`config.mk`:
```
export PLATFORM = sky130hd
export DESIGN_NAME = rv_core
export DESIGN_NICKNAME = d
export VERILOG_FILES = /design/src/rv_pkg.sv /design/src/rv_ctrl.sv /design/src/rv_imm_gen.sv /design/src/rv_regfile.sv /design/src/rv_exec.sv /design/src/rv_core.sv
export VERILOG_INCLUDE_DIRS = /design/src
export SDC_FILE = /design/constraint.sdc
export NUM_CORES = 1
export LEC_CHECK = 0
export BUFFER_PORTS_ARGS = -buffer_cell sky130_fd_sc_hd__buf_2
export CAP_MARGIN = 20
export CORE_ASPECT_RATIO = 1.25
export CORE_MARGIN = 8
export CORE_UTILIZATION = 60
export DETAILED_ROUTE_END_ITERATION = 7
export GPL_TIMING_DRIVEN = 0
export PLACE_DENSITY = 0.83
export RECOVER_POWER = 100
export SYNTH_ARGS = -nofsm -noshare
export SYNTH_HDL_FRONTEND = slang
export SYNTH_SLANG_ARGS = --single-unit
export TNS_END_PERCENT = 50
```
`constraint.sdc`:
```
create_clock -name clk -period 9.15 [get_ports clk]
set_input_delay 0.4575 -clock clk [delete_from_list [all_inputs] [get_ports clk]]
set_output_delay 0.4575 -clock clk [all_outputs]
set_load 0.01 [all_outputs]
```
`src/rv_consts.svh`:
```
`ifndef RV_CONSTS_SVH
`define RV_CONSTS_SVH

// data and address width
`define RV_XLEN 32

// register address width, 32 registers
`define RV_REG_AW 5

// first fetch address out of reset
`define RV_RESET_PC 32'h8000_0000

// major opcodes, inst[6:0]
// addi lives here with funct3 zero
`define RV_OP_IMM 7'b001_0011

// load upper immediate
`define RV_OP_LUI 7'b011_0111

// add upper immediate to pc
`define RV_OP_AUIPC 7'b001_0111

// jump and link, pc relative
`define RV_OP_JAL 7'b110_1111

// jump and link, register relative
`define RV_OP_JALR 7'b110_0111

// ebreak and friends
`define RV_OP_SYSTEM 7'b111_0011

`endif

```
`src/rv_pkg.sv`:
```
`include "rv_consts.svh"

package rv_pkg;

  // i-type layout, addi / jalr / ebreak
  typedef struct packed {
    logic [11:0]            imm_11_0;
    logic [`RV_REG_AW-1:0]  rs1;
    logic [2:0]             funct3;
    logic [`RV_REG_AW-1:0]  rd;
    logic [6:0]             opcode;
  } inst_i_t;

  // u-type layout, lui / auipc
  typedef struct packed {
    logic [19:0]            imm_31_12;
    logic [`RV_REG_AW-1:0]  rd;
    logic [6:0]             opcode;
  } inst_u_t;

  // j-type layout, scrambled offset bits
  typedef struct packed {
    logic                   imm_20;
    logic [9:0]             imm_10_1;
    logic                   imm_11;
    logic [7:0]             imm_19_12;
    logic [`RV_REG_AW-1:0]  rd;
    logic [6:0]             opcode;
  } inst_j_t;

  // one instruction word, seen through each format
  typedef union packed {
    inst_i_t                i;
    inst_u_t                u;
    inst_j_t                j;
    logic [`RV_XLEN-1:0]    raw;
  } inst_word_u;

  // immediate format in use
  typedef enum logic [1:0] {imm_i, imm_u, imm_j} imm_sel_e;

  // first adder operand
  typedef enum logic [1:0] {op_a_rs1, op_a_pc, op_a_zero} op_a_sel_e;

  // next pc source
  typedef enum logic {pc_seq, pc_jump} pc_sel_e;

  // write-back source
  typedef enum logic {wb_sum, wb_link} wb_sel_e;

endpackage

```
`src/rv_ctrl.sv`:
```
`include "rv_consts.svh"

module rv_ctrl import rv_pkg::*; (
  input  logic                  clk,
  input  logic                  arst_n,
  input  logic [`RV_XLEN-1:0]   inst,
  input  logic                  inst_valid,
  output logic                  inst_ready,
  output logic                  halted,
  output logic                  fire,
  output logic                  reg_we,
  output logic [`RV_REG_AW-1:0] rs1,
  output logic [`RV_REG_AW-1:0] rd,
  output imm_sel_e              imm_sel,
  output op_a_sel_e             op_a_sel,
  output pc_sel_e               pc_sel,
  output wb_sel_e               wb_sel
);

  inst_word_u iw;
  logic       is_ebreak;
  // opcode is one of the five writers
  logic       writes_rd;

  assign iw = inst;

  // register fields sit at the same place in every format
  assign rs1 = iw.i.rs1;
  assign rd  = iw.i.rd;

  // ebreak is the exact word 0x00100073
  assign is_ebreak = (iw.i.opcode == `RV_OP_SYSTEM) &&
                     (iw.i.funct3 == 3'b000) &&
                     (iw.i.imm_11_0 == 12'h001) &&
                     (iw.i.rs1 == '0) &&
                     (iw.i.rd == '0);

  // two states: run (halted low) and halt
  // halt is sticky until reset
  always_ff @(posedge clk or negedge arst_n) begin
    if (!arst_n) begin
      halted <= 1'b0;
    end else if (fire && is_ebreak) begin
      halted <= 1'b1;
    end
  end

  // only a halt ever withholds ready
  assign inst_ready = !halted;
  assign fire       = inst_valid && inst_ready;

  // opcode table, default is a no-op that falls through to pc+4
  always_comb begin
    imm_sel   = imm_i;
    op_a_sel  = op_a_zero;
    pc_sel    = pc_seq;
    wb_sel    = wb_sum;
    writes_rd = 1'b0;
    case (iw.i.opcode)
      `RV_OP_IMM: begin
        // addi only, other funct3 values retire as no-ops
        if (iw.i.funct3 == 3'b000) begin
          op_a_sel  = op_a_rs1;
          writes_rd = 1'b1;
        end
      end
      `RV_OP_LUI: begin
        imm_sel   = imm_u;
        writes_rd = 1'b1;
      end
      `RV_OP_AUIPC: begin
        imm_sel   = imm_u;
        op_a_sel  = op_a_pc;
        writes_rd = 1'b1;
      end
      `RV_OP_JAL: begin
        imm_sel   = imm_j;
        op_a_sel  = op_a_pc;
        pc_sel    = pc_jump;
        wb_sel    = wb_link;
        writes_rd = 1'b1;
      end
      `RV_OP_JALR: begin
        if (iw.i.funct3 == 3'b000) begin
          op_a_sel  = op_a_rs1;
          pc_sel    = pc_jump;
          wb_sel    = wb_link;
          writes_rd = 1'b1;
        end
      end
      default: begin
        // system and everything else, no write
        writes_rd = 1'b0;
      end
    endcase
  end

  // x0 writes are dropped here, not in the regfile
  assign reg_we = fire && writes_rd && (rd != '0);

endmodule

```
`src/rv_imm_gen.sv`:
```
`include "rv_consts.svh"

module rv_imm_gen import rv_pkg::*; (
  input  logic [`RV_XLEN-1:0] inst,
  input  imm_sel_e            imm_sel,
  output logic [`RV_XLEN-1:0] imm
);

  inst_word_u iw;
  // sign bit is inst[31] in all three formats
  logic       sign;

  assign iw   = inst;
  assign sign = iw.raw[`RV_XLEN-1];

  always_comb begin
    case (imm_sel)
      imm_i: begin
        // 12-bit signed
        imm = {{20{sign}}, iw.i.imm_11_0};
      end
      imm_u: begin
        // upper 20 bits, already shifted by 12
        imm = {iw.u.imm_31_12, 12'h000};
      end
      imm_j: begin
        // reassemble offset, bit 0 always zero
        imm = {{11{sign}},
               iw.j.imm_20,
               iw.j.imm_19_12,
               iw.j.imm_11,
               iw.j.imm_10_1,
               1'b0};
      end
      default: begin
        // unused encoding
        imm = '0;
      end
    endcase
  end

endmodule

```
`src/rv_regfile.sv`:
```
`include "rv_consts.svh"

module rv_regfile (
  input  logic                  clk,
  input  logic [`RV_REG_AW-1:0] rs1,
  input  logic [`RV_REG_AW-1:0] rd,
  input  logic                  reg_we,
  input  logic [`RV_XLEN-1:0]   wb_data,
  output logic [`RV_XLEN-1:0]   rs1_data
);

  // 32 x 32 storage
  // entry 0 can be written but is never read
  logic [`RV_XLEN-1:0] regs [0:(1 << `RV_REG_AW)-1];

  // single write port
  // reg_we already carries the accept and the rd != 0 check
  always_ff @(posedge clk) begin
    if (reg_we) begin
      regs[rd] <= wb_data;
    end
  end

  // combinational read, x0 hard-wired to zero
  assign rs1_data = (rs1 == '0) ? '0 : regs[rs1];

endmodule

```
`src/rv_exec.sv`:
```
`include "rv_consts.svh"

module rv_exec import rv_pkg::*; (
  input  logic                  clk,
  input  logic                  arst_n,
  input  logic                  fire,
  input  logic                  reg_we,
  input  logic [`RV_XLEN-1:0]   rs1_data,
  input  logic [`RV_XLEN-1:0]   imm,
  input  logic [`RV_REG_AW-1:0] rd,
  input  op_a_sel_e             op_a_sel,
  input  pc_sel_e               pc_sel,
  input  wb_sel_e               wb_sel,
  output logic [`RV_XLEN-1:0]   pc,
  output logic [`RV_XLEN-1:0]   wb_data,
  output logic [`RV_XLEN-1:0]   retire_pc,
  output logic [`RV_XLEN-1:0]   retire_data,
  output logic                  retire_valid,
  output logic                  retire_we,
  output logic [`RV_REG_AW-1:0] retire_rd
);

  // sequential pc, also the link value
  logic [`RV_XLEN-1:0] pc_inc;
  // first adder operand
  logic [`RV_XLEN-1:0] op_a;
  // shared adder output
  logic [`RV_XLEN-1:0] sum;
  logic [`RV_XLEN-1:0] next_pc;

  assign pc_inc = pc + `RV_XLEN'd4;

  // operand a by opcode class
  always_comb begin
    case (op_a_sel)
      op_a_rs1: op_a = rs1_data;
      op_a_pc:  op_a = pc;
      default:  op_a = '0;
    endcase
  end

  // one adder serves addi, lui, auipc and both jump targets
  assign sum = op_a + imm;

  // jump targets drop bit 0 (jalr rule, harmless for jal)
  assign next_pc = (pc_sel == pc_jump) ? {sum[`RV_XLEN-1:1], 1'b0} : pc_inc;

  // link for jumps, adder result otherwise
  assign wb_data = (wb_sel == wb_link) ? pc_inc : sum;

  // pc only moves on an accepted instruction
  always_ff @(posedge clk or negedge arst_n) begin
    if (!arst_n) begin
      pc <= `RV_RESET_PC;
    end else if (fire) begin
      pc <= next_pc;
    end
  end

  // retire strobes, one cycle after each accept
  always_ff @(posedge clk or negedge arst_n) begin
    if (!arst_n) begin
      retire_valid <= 1'b0;
      retire_we    <= 1'b0;
    end else begin
      retire_valid <= fire;
      // reg_we is low on idle cycles
      retire_we    <= reg_we;
    end
  end

  // retire payload, held between accepts
  always_ff @(posedge clk) begin
    if (fire) begin
      retire_pc   <= pc;
      retire_rd   <= rd;
      retire_data <= wb_data;
    end
  end

endmodule

```
`src/rv_core.sv`:
```
`include "rv_consts.svh"

module rv_core import rv_pkg::*; (
  input  logic                  clk,
  input  logic                  arst_n,
  input  logic [`RV_XLEN-1:0]   inst,
  input  logic                  inst_valid,
  output logic                  inst_ready,
  output logic [`RV_XLEN-1:0]   pc,
  output logic                  retire_valid,
  output logic [`RV_XLEN-1:0]   retire_pc,
  output logic                  retire_we,
  output logic [`RV_REG_AW-1:0] retire_rd,
  output logic [`RV_XLEN-1:0]   retire_data,
  output logic                  halted
);

  // decode to datapath
  logic                  fire;
  logic                  reg_we;
  logic [`RV_REG_AW-1:0] rs1;
  logic [`RV_REG_AW-1:0] rd;
  imm_sel_e              imm_sel;
  op_a_sel_e             op_a_sel;
  pc_sel_e               pc_sel;
  wb_sel_e               wb_sel;

  // datapath values
  logic [`RV_XLEN-1:0]   imm;
  logic [`RV_XLEN-1:0]   rs1_data;
  logic [`RV_XLEN-1:0]   wb_data;

  // handshake, run/halt, selects
  rv_ctrl u_ctrl (
    .clk        (clk),
    .arst_n     (arst_n),
    .inst       (inst),
    .inst_valid (inst_valid),
    .inst_ready (inst_ready),
    .halted     (halted),
    .fire       (fire),
    .reg_we     (reg_we),
    .rs1        (rs1),
    .rd         (rd),
    .imm_sel    (imm_sel),
    .op_a_sel   (op_a_sel),
    .pc_sel     (pc_sel),
    .wb_sel     (wb_sel)
  );

  rv_imm_gen u_imm_gen (
    .inst    (inst),
    .imm_sel (imm_sel),
    .imm     (imm)
  );

  // write comes back from exec on the accept edge
  rv_regfile u_regfile (
    .clk      (clk),
    .rs1      (rs1),
    .rd       (rd),
    .reg_we   (reg_we),
    .wb_data  (wb_data),
    .rs1_data (rs1_data)
  );

  rv_exec u_exec (
    .clk          (clk),
    .arst_n       (arst_n),
    .fire         (fire),
    .reg_we       (reg_we),
    .rs1_data     (rs1_data),
    .imm          (imm),
    .rd           (rd),
    .op_a_sel     (op_a_sel),
    .pc_sel       (pc_sel),
    .wb_sel       (wb_sel),
    .pc           (pc),
    .wb_data      (wb_data),
    .retire_pc    (retire_pc),
    .retire_data  (retire_data),
    .retire_valid (retire_valid),
    .retire_we    (retire_we),
    .retire_rd    (retire_rd)
  );

endmodule

```
Yosys cells after proc, flatten, opt, wreduce, memory -nomap -nowiden
Memory sizes are Yosys's and may differ from the RTL's.
Index checks and enable logic that the tools add are counted.

storage, ports and cells
  bits in registers = 104
  RAM bits = 1024
  bits of input ports = 35
  output and inout bits = 105
  logic and storage cells = 52
  memories = 1

operators by class
  $add $sub $neg = 2
  equality and inequality tests = 10
  mux-type cells = 13
  reduce and logical (&&, ||, !) cells = 19

memories
  name            words  bits a word  read ports  clocked after memory_dff  wr ports  line              text
  u_regfile.regs  32     32           1           0                         1         rv_regfile.sv:14  logic [`RV_XLEN-1:0] regs [0:(1 << `RV_REG_AW)-1];

operators with widths
  cell                     count
  $mux W32                 3
  $pmux W32 S3             1
  $pmux W32 S2             1
  $add A32 B3 Y32 const B  1
  $add A32 B32 Y32         1
  $eq A7 B7 Y1 const B     3
  $eq A7 B5 Y1 const B     2
  $eq A12 B1 Y1 const B    1
  $logic_not A5 Y1         2
  $logic_and A1 B1 Y1      8
  $pmux W2 S2              2
  $eq A7 B6 Y1 const B     1
  $reduce_or A2 Y1         3
  $reduce_bool A5 Y1       1
  $eq A2 B1 Y1 const B     2
  $logic_not A2 Y1         2
  $pmux W1 S2              2
  $logic_not A3 Y1         1
  $mux W1                  3
  $reduce_or A3 Y1         1
  $eq A2 B2 Y1 const B     1
  $mux W2                  1
  $logic_not A1 Y1         1

Depth between registers and ports, before layout
Gate-level depths: netlist of run 1.

  depth in word-level cells = 7
  gate-level depth with buffers = 21
  depth with buffers taken out = 17

Modules after synthesis
Synthesis of run 1 repeated with hierarchy kept, for this count alone.

second synthesis, totals
  cell total of the unflattened synthesis = 2788
  area total of the unflattened synthesis = 47336.6 µm²

by module, submodules not included
  module      times used  cells an instance  area each (µm²)  seq. area each (µm²)
  rv_regfile  1           1902               39405.3          30749.5
  rv_exec     1           792                7199.4           2869.0
  rv_imm_gen  1           50                 385.4            0.0
  rv_ctrl     1           44                 346.6            25.0

Least setup slack after synthesis of run 1
Ideal clock, no wire load.

  path kind = in2reg
  from = in inst[15]
  to = reg u_exec.retire_data[19], data pin
  library setup time = 0.462 ns
  arrival time = 5.690 ns
  required time = 8.688 ns
  setup slack = 2.998 ns
  stages = 18
  path buffers = 4
  cells stage by stage = buf_4 buf_2 buf_2 buf_2 mux4_2 a22o_1 o22ai_1 o21ai_0 ha_1 a211o_1 a221o_1 a21bo_2 a41o_1 a21bo_2 a21o_1 a21o_1 xnor2_1 o21ai_0

between the ends
  longest elaborated chain between the ends = 5
  elaborated cells on any way between the ends = 7
  classes of those cells = 1 x add/sub; 4 x mux; 1 x reduce/logical; 1 x memory

ends and longest elaborated chain
  what                                                        line              text
  start: declaration                                          rv_core.sv:6      input logic [`RV_XLEN-1:0] inst,
  $mem_v2 Z32 W32 / $logic_not A5 Y1 (equally long branches)  --
  $mux W32                                                    rv_regfile.sv:25  assign rs1_data = (rs1 == '0) ? '0 : regs[rs1];
  $pmux W32 S2                                                rv_exec.sv:35     case (op_a_sel)
  $add A32 B32 Y32 (*)                                        rv_exec.sv:43     assign sum = op_a + imm;
  $mux W32 (*)                                                rv_exec.sv:49     assign wb_data = (wb_sel == wb_link) ? pc_inc : sum;
  named net u_exec.wb_data[19]                                rv_exec.sv:15     output logic [`RV_XLEN-1:0] wb_data,
  end signal: assignment                                      rv_exec.sv:77     retire_data <= wb_data;
  end: declaration                                            rv_exec.sv:17     output logic [`RV_XLEN-1:0] retire_data,

Mark *: on every way through the listed nets, which the timed path passes. The rest lies on a longest branch.
A chain may end at the register's enable or synchronous reset.

Worst setup path in the final report of run 1
  from = in inst[16]
  to = mem u_regfile.regs[4][28] in the netlist's numbering, data pin

between the ends
  longest elaborated chain between the ends = 5
  elaborated cells on any way between the ends = 7
  classes of those cells = 1 x add/sub; 4 x mux; 1 x reduce/logical; 1 x memory

ends and longest elaborated chain
  what                                                        line
  $mem_v2 Z32 W32 / $logic_not A5 Y1 (equally long branches)  --
  $mux W32                                                    rv_regfile.sv:25
  $pmux W32 S2                                                rv_exec.sv:35
  $add A32 B32 Y32 (*)                                        rv_exec.sv:43
  $mux W32 (*)                                                rv_exec.sv:49
  named net u_exec.wb_data[28]                                rv_exec.sv:15
  end: declaration                                            rv_regfile.sv:14

Marked as above.

==> results.toml, run 1 <==
[sta]
rsz0062_at_grt = "no"
finalSetupViolCount = 0
worst_pin_slew_ns = 2.66
finalCriticalPeriod_ns = 8.34
finalCritPeriodShare = 0.912
slew_headroom = -0.772
final-hold-violation-count = 0
slew_viol_final = 1324
skew_ns = 0.0457
hold-worst-slack_ns = 0.0860
fmax_ghz = 0.120

[finish]
mostFrequentLayoutCells = "edfxtp_1, clkbuf_1, mux4_2"
area_growth_pct = 12.2
drive_above_1_share = 0.189
fill_cells = 4643
final_common_cell = "edfxtp_1"
layoutNonFillerInstCount = 3835
final_nets = 2842

[clock_network]
ctsHtreeMaxLevel = 3
cts_buffers = 101
cts_sinks = 1126
clk_pin_slew_ns = 0.07
root_buffer = "clkbuf_16"
cts_setup_buffers = 0
clock_latency_ns = 0.71
clockBufferDepth = 3
cts_tree = "built"

[place]
finalWeightedCongestion = 0.981
dp.cells = 3644
port-buffer-count = 133
hpwl_um = 93100

[yosys]
synth_flop_cell = "edfxtp_1"
yosysTopAreaCellShare = 0.714
ys_ff_latch = 1126
synth_edf_count = 1092
synth_largest_area_cell = "edfxtp_1"
synth_seq_area_share = 0.733
syn-cell-area_um2 = 45900
netlist_top_cells_area = "edfxtp_1, mux4_2, mux2i_1"
ys_types = 72
async_flop_share = 0.0302
synth_area_per_cell_um2 = 18.8
synth_warnings = 0
syn_inst = 2436

[route]
drc = 0
drt-total-wl_um = 146000
viasPerCell = 7.18
vias = 27500
drtAntennaViolNets = 0
drt-initial-drc-count = 3756
wl_per_cell_um = 38.2
drtPass1Iterations = 6

[critical_path]
cpMostUsedCell = "clkbuf_1"
slowest_delay_ns = 1.18
crit_family = "compound AO/OA/AOI/OAI gates"
worstPathArrival_ns = 8.84
critPathSlowestCell = "o21ai_0"
critPathCaptureType = "flip-flop"
path_cells = "clkbuf_1 > clkbuf_1 > clkbuf_1 > clkbuf_1 > mux4_2 > a221oi_1 > nor2_1 > a21oi_1 > o21ai_0 > ha_1 > nand3_1 > nor4_1 > a21boi_0 > o2bb2ai_1 > o31ai_1 > nand2b_1 > xnor2_1 > o21ai_0 > buf_8"
required_ns = 9.65
crit_fanout = 27
criticalPathCategory = "in -> reg"
crit_buf_inv = 5
worst_setup_path_start_kind = "input pin"

[floorplanning]
die_width_um = 263
chipHeight_um = 325
ioPinCount = 140
dieArea_um2 = 85700
coreArea_um2 = 75900
row_count = 113
start_util = 0.605

[global_routing]
grt-ovfl-total = 0
first_global_vias = 27900
track_usage = 0.336
grt_start_max_net_pins = 41
grt_pass1_wl_um = 204000
antenna_found_initial = 8

[power_and_ir_drop]
powerDensity_nw_per_um2 = 204
ir_drop_v = 0.000156
leakagePower_uw = 0.0168

[hold_path]
hp-class = "in -> reg"

[flow_run]
cap_violations = 62

[outcome]
violations = "max-capacitance violations, max-slew violations"
status = "complete, but fails checks"
==> cell type report <==
type                            count  area [um2]  share of cell area
Timing Repair Buffer              202         986              0.0191
Inverter                           17        63.8             0.00124
Tap cell                          977        1220              0.0237
Clock inverter                     66         572              0.0111
Multi-Input combinational cell   1187       11800               0.228
Buffer                            139         674              0.0131
Antenna cell                        1        2.50           0.0000486
Clock buffer                      120        2600              0.0504
Sequential cell                  1126       33600               0.653
==> registers in the layout, summed over array words and instances, names as in the netlist <==
register	count
u_ctrl.halted	1
u_exec.pc	31
u_exec.retire_data	32
u_exec.retire_pc	31
u_exec.retire_rd	5
u_exec.retire_valid	1
u_exec.retire_we	1
u_regfile.regs	1024
==> cells in the mapped netlist (all sizes together) (10+ instances only) <==
library cell / n
o21ai: 101
mux4: 244
a21oi: 89
ha: 32
nand2: 115
a22o: 10
clkbuf: 75
and3: 12
o31ai: 13
nor3: 34
mux2i: 92
inv: 17
o221ai: 18
nand2b: 10
a21o: 33
mux2: 27
edfxtp: 1092
a221oi: 24
nor2b: 14
dfrtp: 33
buf: 63
nor2: 92
nand3: 28
nand4: 10
xor2: 18
xnor2: 39
o22ai: 30
==> metrics by stage <==
step	instance area (um2)	utilization	power, uW	setup slack [ns]	setup TNS, ns
2_1_floorplan	46000	-	6130	3.00	0
5_1_grt	51500	0.679	10700	0.851	0
4_1_cts	52800	0.696	10500	1.91	0
3_5_place_dp	49600	0.654	6390	1.49	0
3_3_place_gp	47900	0.631	6330	-0.936	-239.76
6_report	51500	0.679	10500	0.808	0
==> power by group <==
part	total, uW	switching (uW)	internal [uW]
clock network	4200	1980	2220
logic	603	406	197
registers	5690	3.51	5680
total	10500	2390	8100
==> logic make-up after synthesis <==
family | Yosys count | synth area share
DFF | 1126 | 0.733
muxes | 363 | 0.146
AOI/OAI and AO/OA | 354 | 0.0486
and+or+nand+nor | 346 | 0.0360
buffers and inverters | 156 | 0.0161
xor gates and xnor gates | 57 | 0.0109
adders and majority gates | 33 | 0.00916
other | 1 | 0.0000817
==> repair_timing <==
item                                   in CTS  in global routing
hold buffers                                1                  0
resized for setup                           0                  0
endpoints found under the hold margin      33                  0
==> worst paths after layout <==
path | slack (ns) | end | start | depth (start not counted)
hold / removal | 0.09 | u_ctrl.halted | inst[20] | 3
max in group asynchronous | 6.98 | u_exec.pc[29] | arst_n | 2
hold reg to reg | 0.47 | u_exec.retire_pc[15] | u_exec.pc[15] | 0
setup / recovery | 0.81 | u_regfile.regs[4][28] | inst[16] | 19
min in group asynchronous | 0.93 | u_exec.pc[15] | arst_n | 2
setup reg to reg | 2.39 | u_regfile.regs[4][28] | u_regfile.regs[7][10] | 16
==> worst reg2reg max path: cells and delay by family, from the launching register on <==
kind            cells  cell delay, ns
compound gates      7            3.91
xor+xnor            1            0.07
fa+ha+maj           1            0.44
buf+inv             1            0.32
flops               1            0.40
mux                 2            0.80
simple gates        4            0.64
==> metal layers <==
metal  part of all wire  GRT usage  wire [um]
met5            0.00057          0         83
met4              0.084      0.225      12300
met3               0.12     0.0754      17200
met2               0.49      0.560      71200
met1               0.31      0.390      45800
No activity file was read; power rests on OpenSTA's default activity.
==> inputs of run 2 (changes only) <==
--- a/config.mk
+++ b/config.mk
@@ -8,7 +8,6 @@
 export LEC_CHECK = 0
 export BUFFER_PORTS_ARGS = -buffer_cell sky130_fd_sc_hd__buf_2
 export CAP_MARGIN = 20
-export CORE_ASPECT_RATIO = 1.25
 export CORE_MARGIN = 8
 export CORE_UTILIZATION = 60
 export DETAILED_ROUTE_END_ITERATION = 7
==> results.toml, run 2 (synthesized netlist as in run 1, its figures left out) <==
[sta]
skew_ns = 0.0493
setup_slack_ns = 1.27
fmax_ghz = 0.127
finalCriticalPeriod_ns = 7.88
finalSetupViolCount = 0
finalSetupTns_ns = 0
slew_viol_final = 1242
final-hold-violation-count = 0
slew_headroom = -1.43
finalCritPeriodShare = 0.861
worst_pin_slew_ns = 3.65
rsz0062_at_grt = "no"

[critical_path]
crit_end = "u_regfile.regs[11][7]"
required_ns = 9.15
criticalPathCategory = "in -> reg"
r2r_setup_slack_ns = 2.56
rr_worst_depth = 14
crit_start = "inst[18]"
reg2reg_from = "u_regfile.regs[15][2]"
timing.rr.end = "u_regfile.regs[11][7]"
worstPathArrival_ns = 7.87
critPathCaptureType = "flip-flop"
crit_fanout = 33
worst_setup_path_start_kind = "input pin"

[route]
drt-initial-drc-count = 4771
drc = 0
drtAntennaViolNets = 0
vias = 27100
drtPass1Iterations = 8
viasPerCell = 7.04
wl_per_cell_um = 36.6
drt-total-wl_um = 141000

[hold_path]
min-delay-start = "inst[31]"
hp-class = "in -> reg"

[global_routing]
track_usage = 0.323
grt_pass1_wl_um = 197000
grt-ovfl-total = 0
grt_start_max_net_pins = 59
antenna_found_initial = 5
first_global_vias = 27000

[clock_network]
cts_buffers = 107
cts_sinks = 1126
clk_pin_slew_ns = 0.06
cts_tree = "built"
cts_resized = 0
clock_latency_ns = 0.70
clockBufferDepth = 3
ctsHtreeMaxLevel = 3
root_buffer = "clkbuf_16"

[place]
finalWeightedCongestion = 0.972
dp.cells = 3641
preCtsSetupSlack_ns = 2.08
hpwl_um = 91000
port-buffer-count = 133

[finish]
final_nets = 2844
final-seq-area_um2 = 33600
fill_cells = 4730
top_register = "u_regfile.regs"
final_util = 0.682
largest_register_ffs = 1024
multi_input_area_um2 = 11700
drive_above_1_share = 0.185
layoutNonFillerInstCount = 3847
mostFrequentLayoutCells = "edfxtp_1, clkbuf_1, mux4_2"
final_common_cell = "edfxtp_1"
reg_top3 = "u_regfile.regs x1024, u_exec.retire_data x32"
area_growth_pct = 12.6

[outcome]
violations = "max-capacitance violations, max-slew violations"
status = "complete, but fails checks"

[floorplanning]
ioPinCount = 140
chipHeight_um = 293
dieArea_um2 = 85600
die_width_um = 293
coreArea_um2 = 75800
row_count = 101
start_util = 0.606

[power_and_ir_drop]
leakagePower_uw = 0.0169
powerDensity_nw_per_um2 = 208
ir_drop_v = 0.000198
power.total_uw = 10800

[flow_run]
cap_violations = 57
run 2: cell count changes in the layout (fill, tap and decap cells not counted), sizes merged:
cell	before	now
buf	97	91
clkinv	51	42
clkinvlp	4	6
bufinv	6	10
inv	22	21
clkbuf	362	383
run 2: worst min path at each step:
stage	endpoint	cells after the start
after floorplan	u_ctrl.halted	0
after global placement	u_exec.retire_pc[13]	0
after detailed placement	u_exec.retire_pc[21]	0
after CTS	u_exec.retire_rd[0]	1
after global routing	u_ctrl.halted	4
final	u_ctrl.halted	4
run 2: per-stage QoR:
| step | hold slack (ns) | instance area (um2) |
|---|---|---|
| global route | 0.104 | 51700 |
| CTS | 0.0172 | 53100 |
| finish | 0.114 | 51700 |
| floorplan | 0.162 | 46000 |
| global placement | 0.455 | 47900 |
| detailed placement | 0.460 | 49500 |
run 2: cell type report:
cell class	count	area share
multi-input combinational	1187	0.226
clock inverter	62	0.0125
antenna	1	0.0000484
inverter	17	0.00123
timing repair buffer	198	0.0174
sequential	1126	0.650
buffer	139	0.0131
tap	978	0.0237
clock buffer	139	0.0559
run 2: power by group:
part	internal (uW)	switching, uW	total, uW
sequential	5690	3.01	5690
combinational	192	386	577
clock	2520	1990	4510
run 2: what timing repair did:
action	CTS	global route
hold buffers	1	0
endpoints found under the hold margin	33	0
buffers inserted	0	0
run 2: critical path, stage by stage:
cell,delay [ns]
clkbuf_1,0.30
clkbuf_1,0.61
clkbuf_1,0.73
clkbuf_1,0.89
mux4_2,0.45
o22ai_1,0.17
o21ai_0,0.17
ha_1,0.43
o211ai_1,0.13
o21ai_0,0.31
a21oi_1,0.13
o21ai_0,0.26
xor2_1,0.32
nor2_1,0.08
nor2_1,2.38
run 2: metal layers:
metal | vias up | wire length [um] | track usage
li1 | 10600 | - | -
met1 | 13700 | 49900 | 0.425
met2 | 2380 | 66700 | 0.521
met3 | 440 | 16900 | 0.0770
met4 | 0 | 7090 | 0.139
met5 | - | 0 | 0
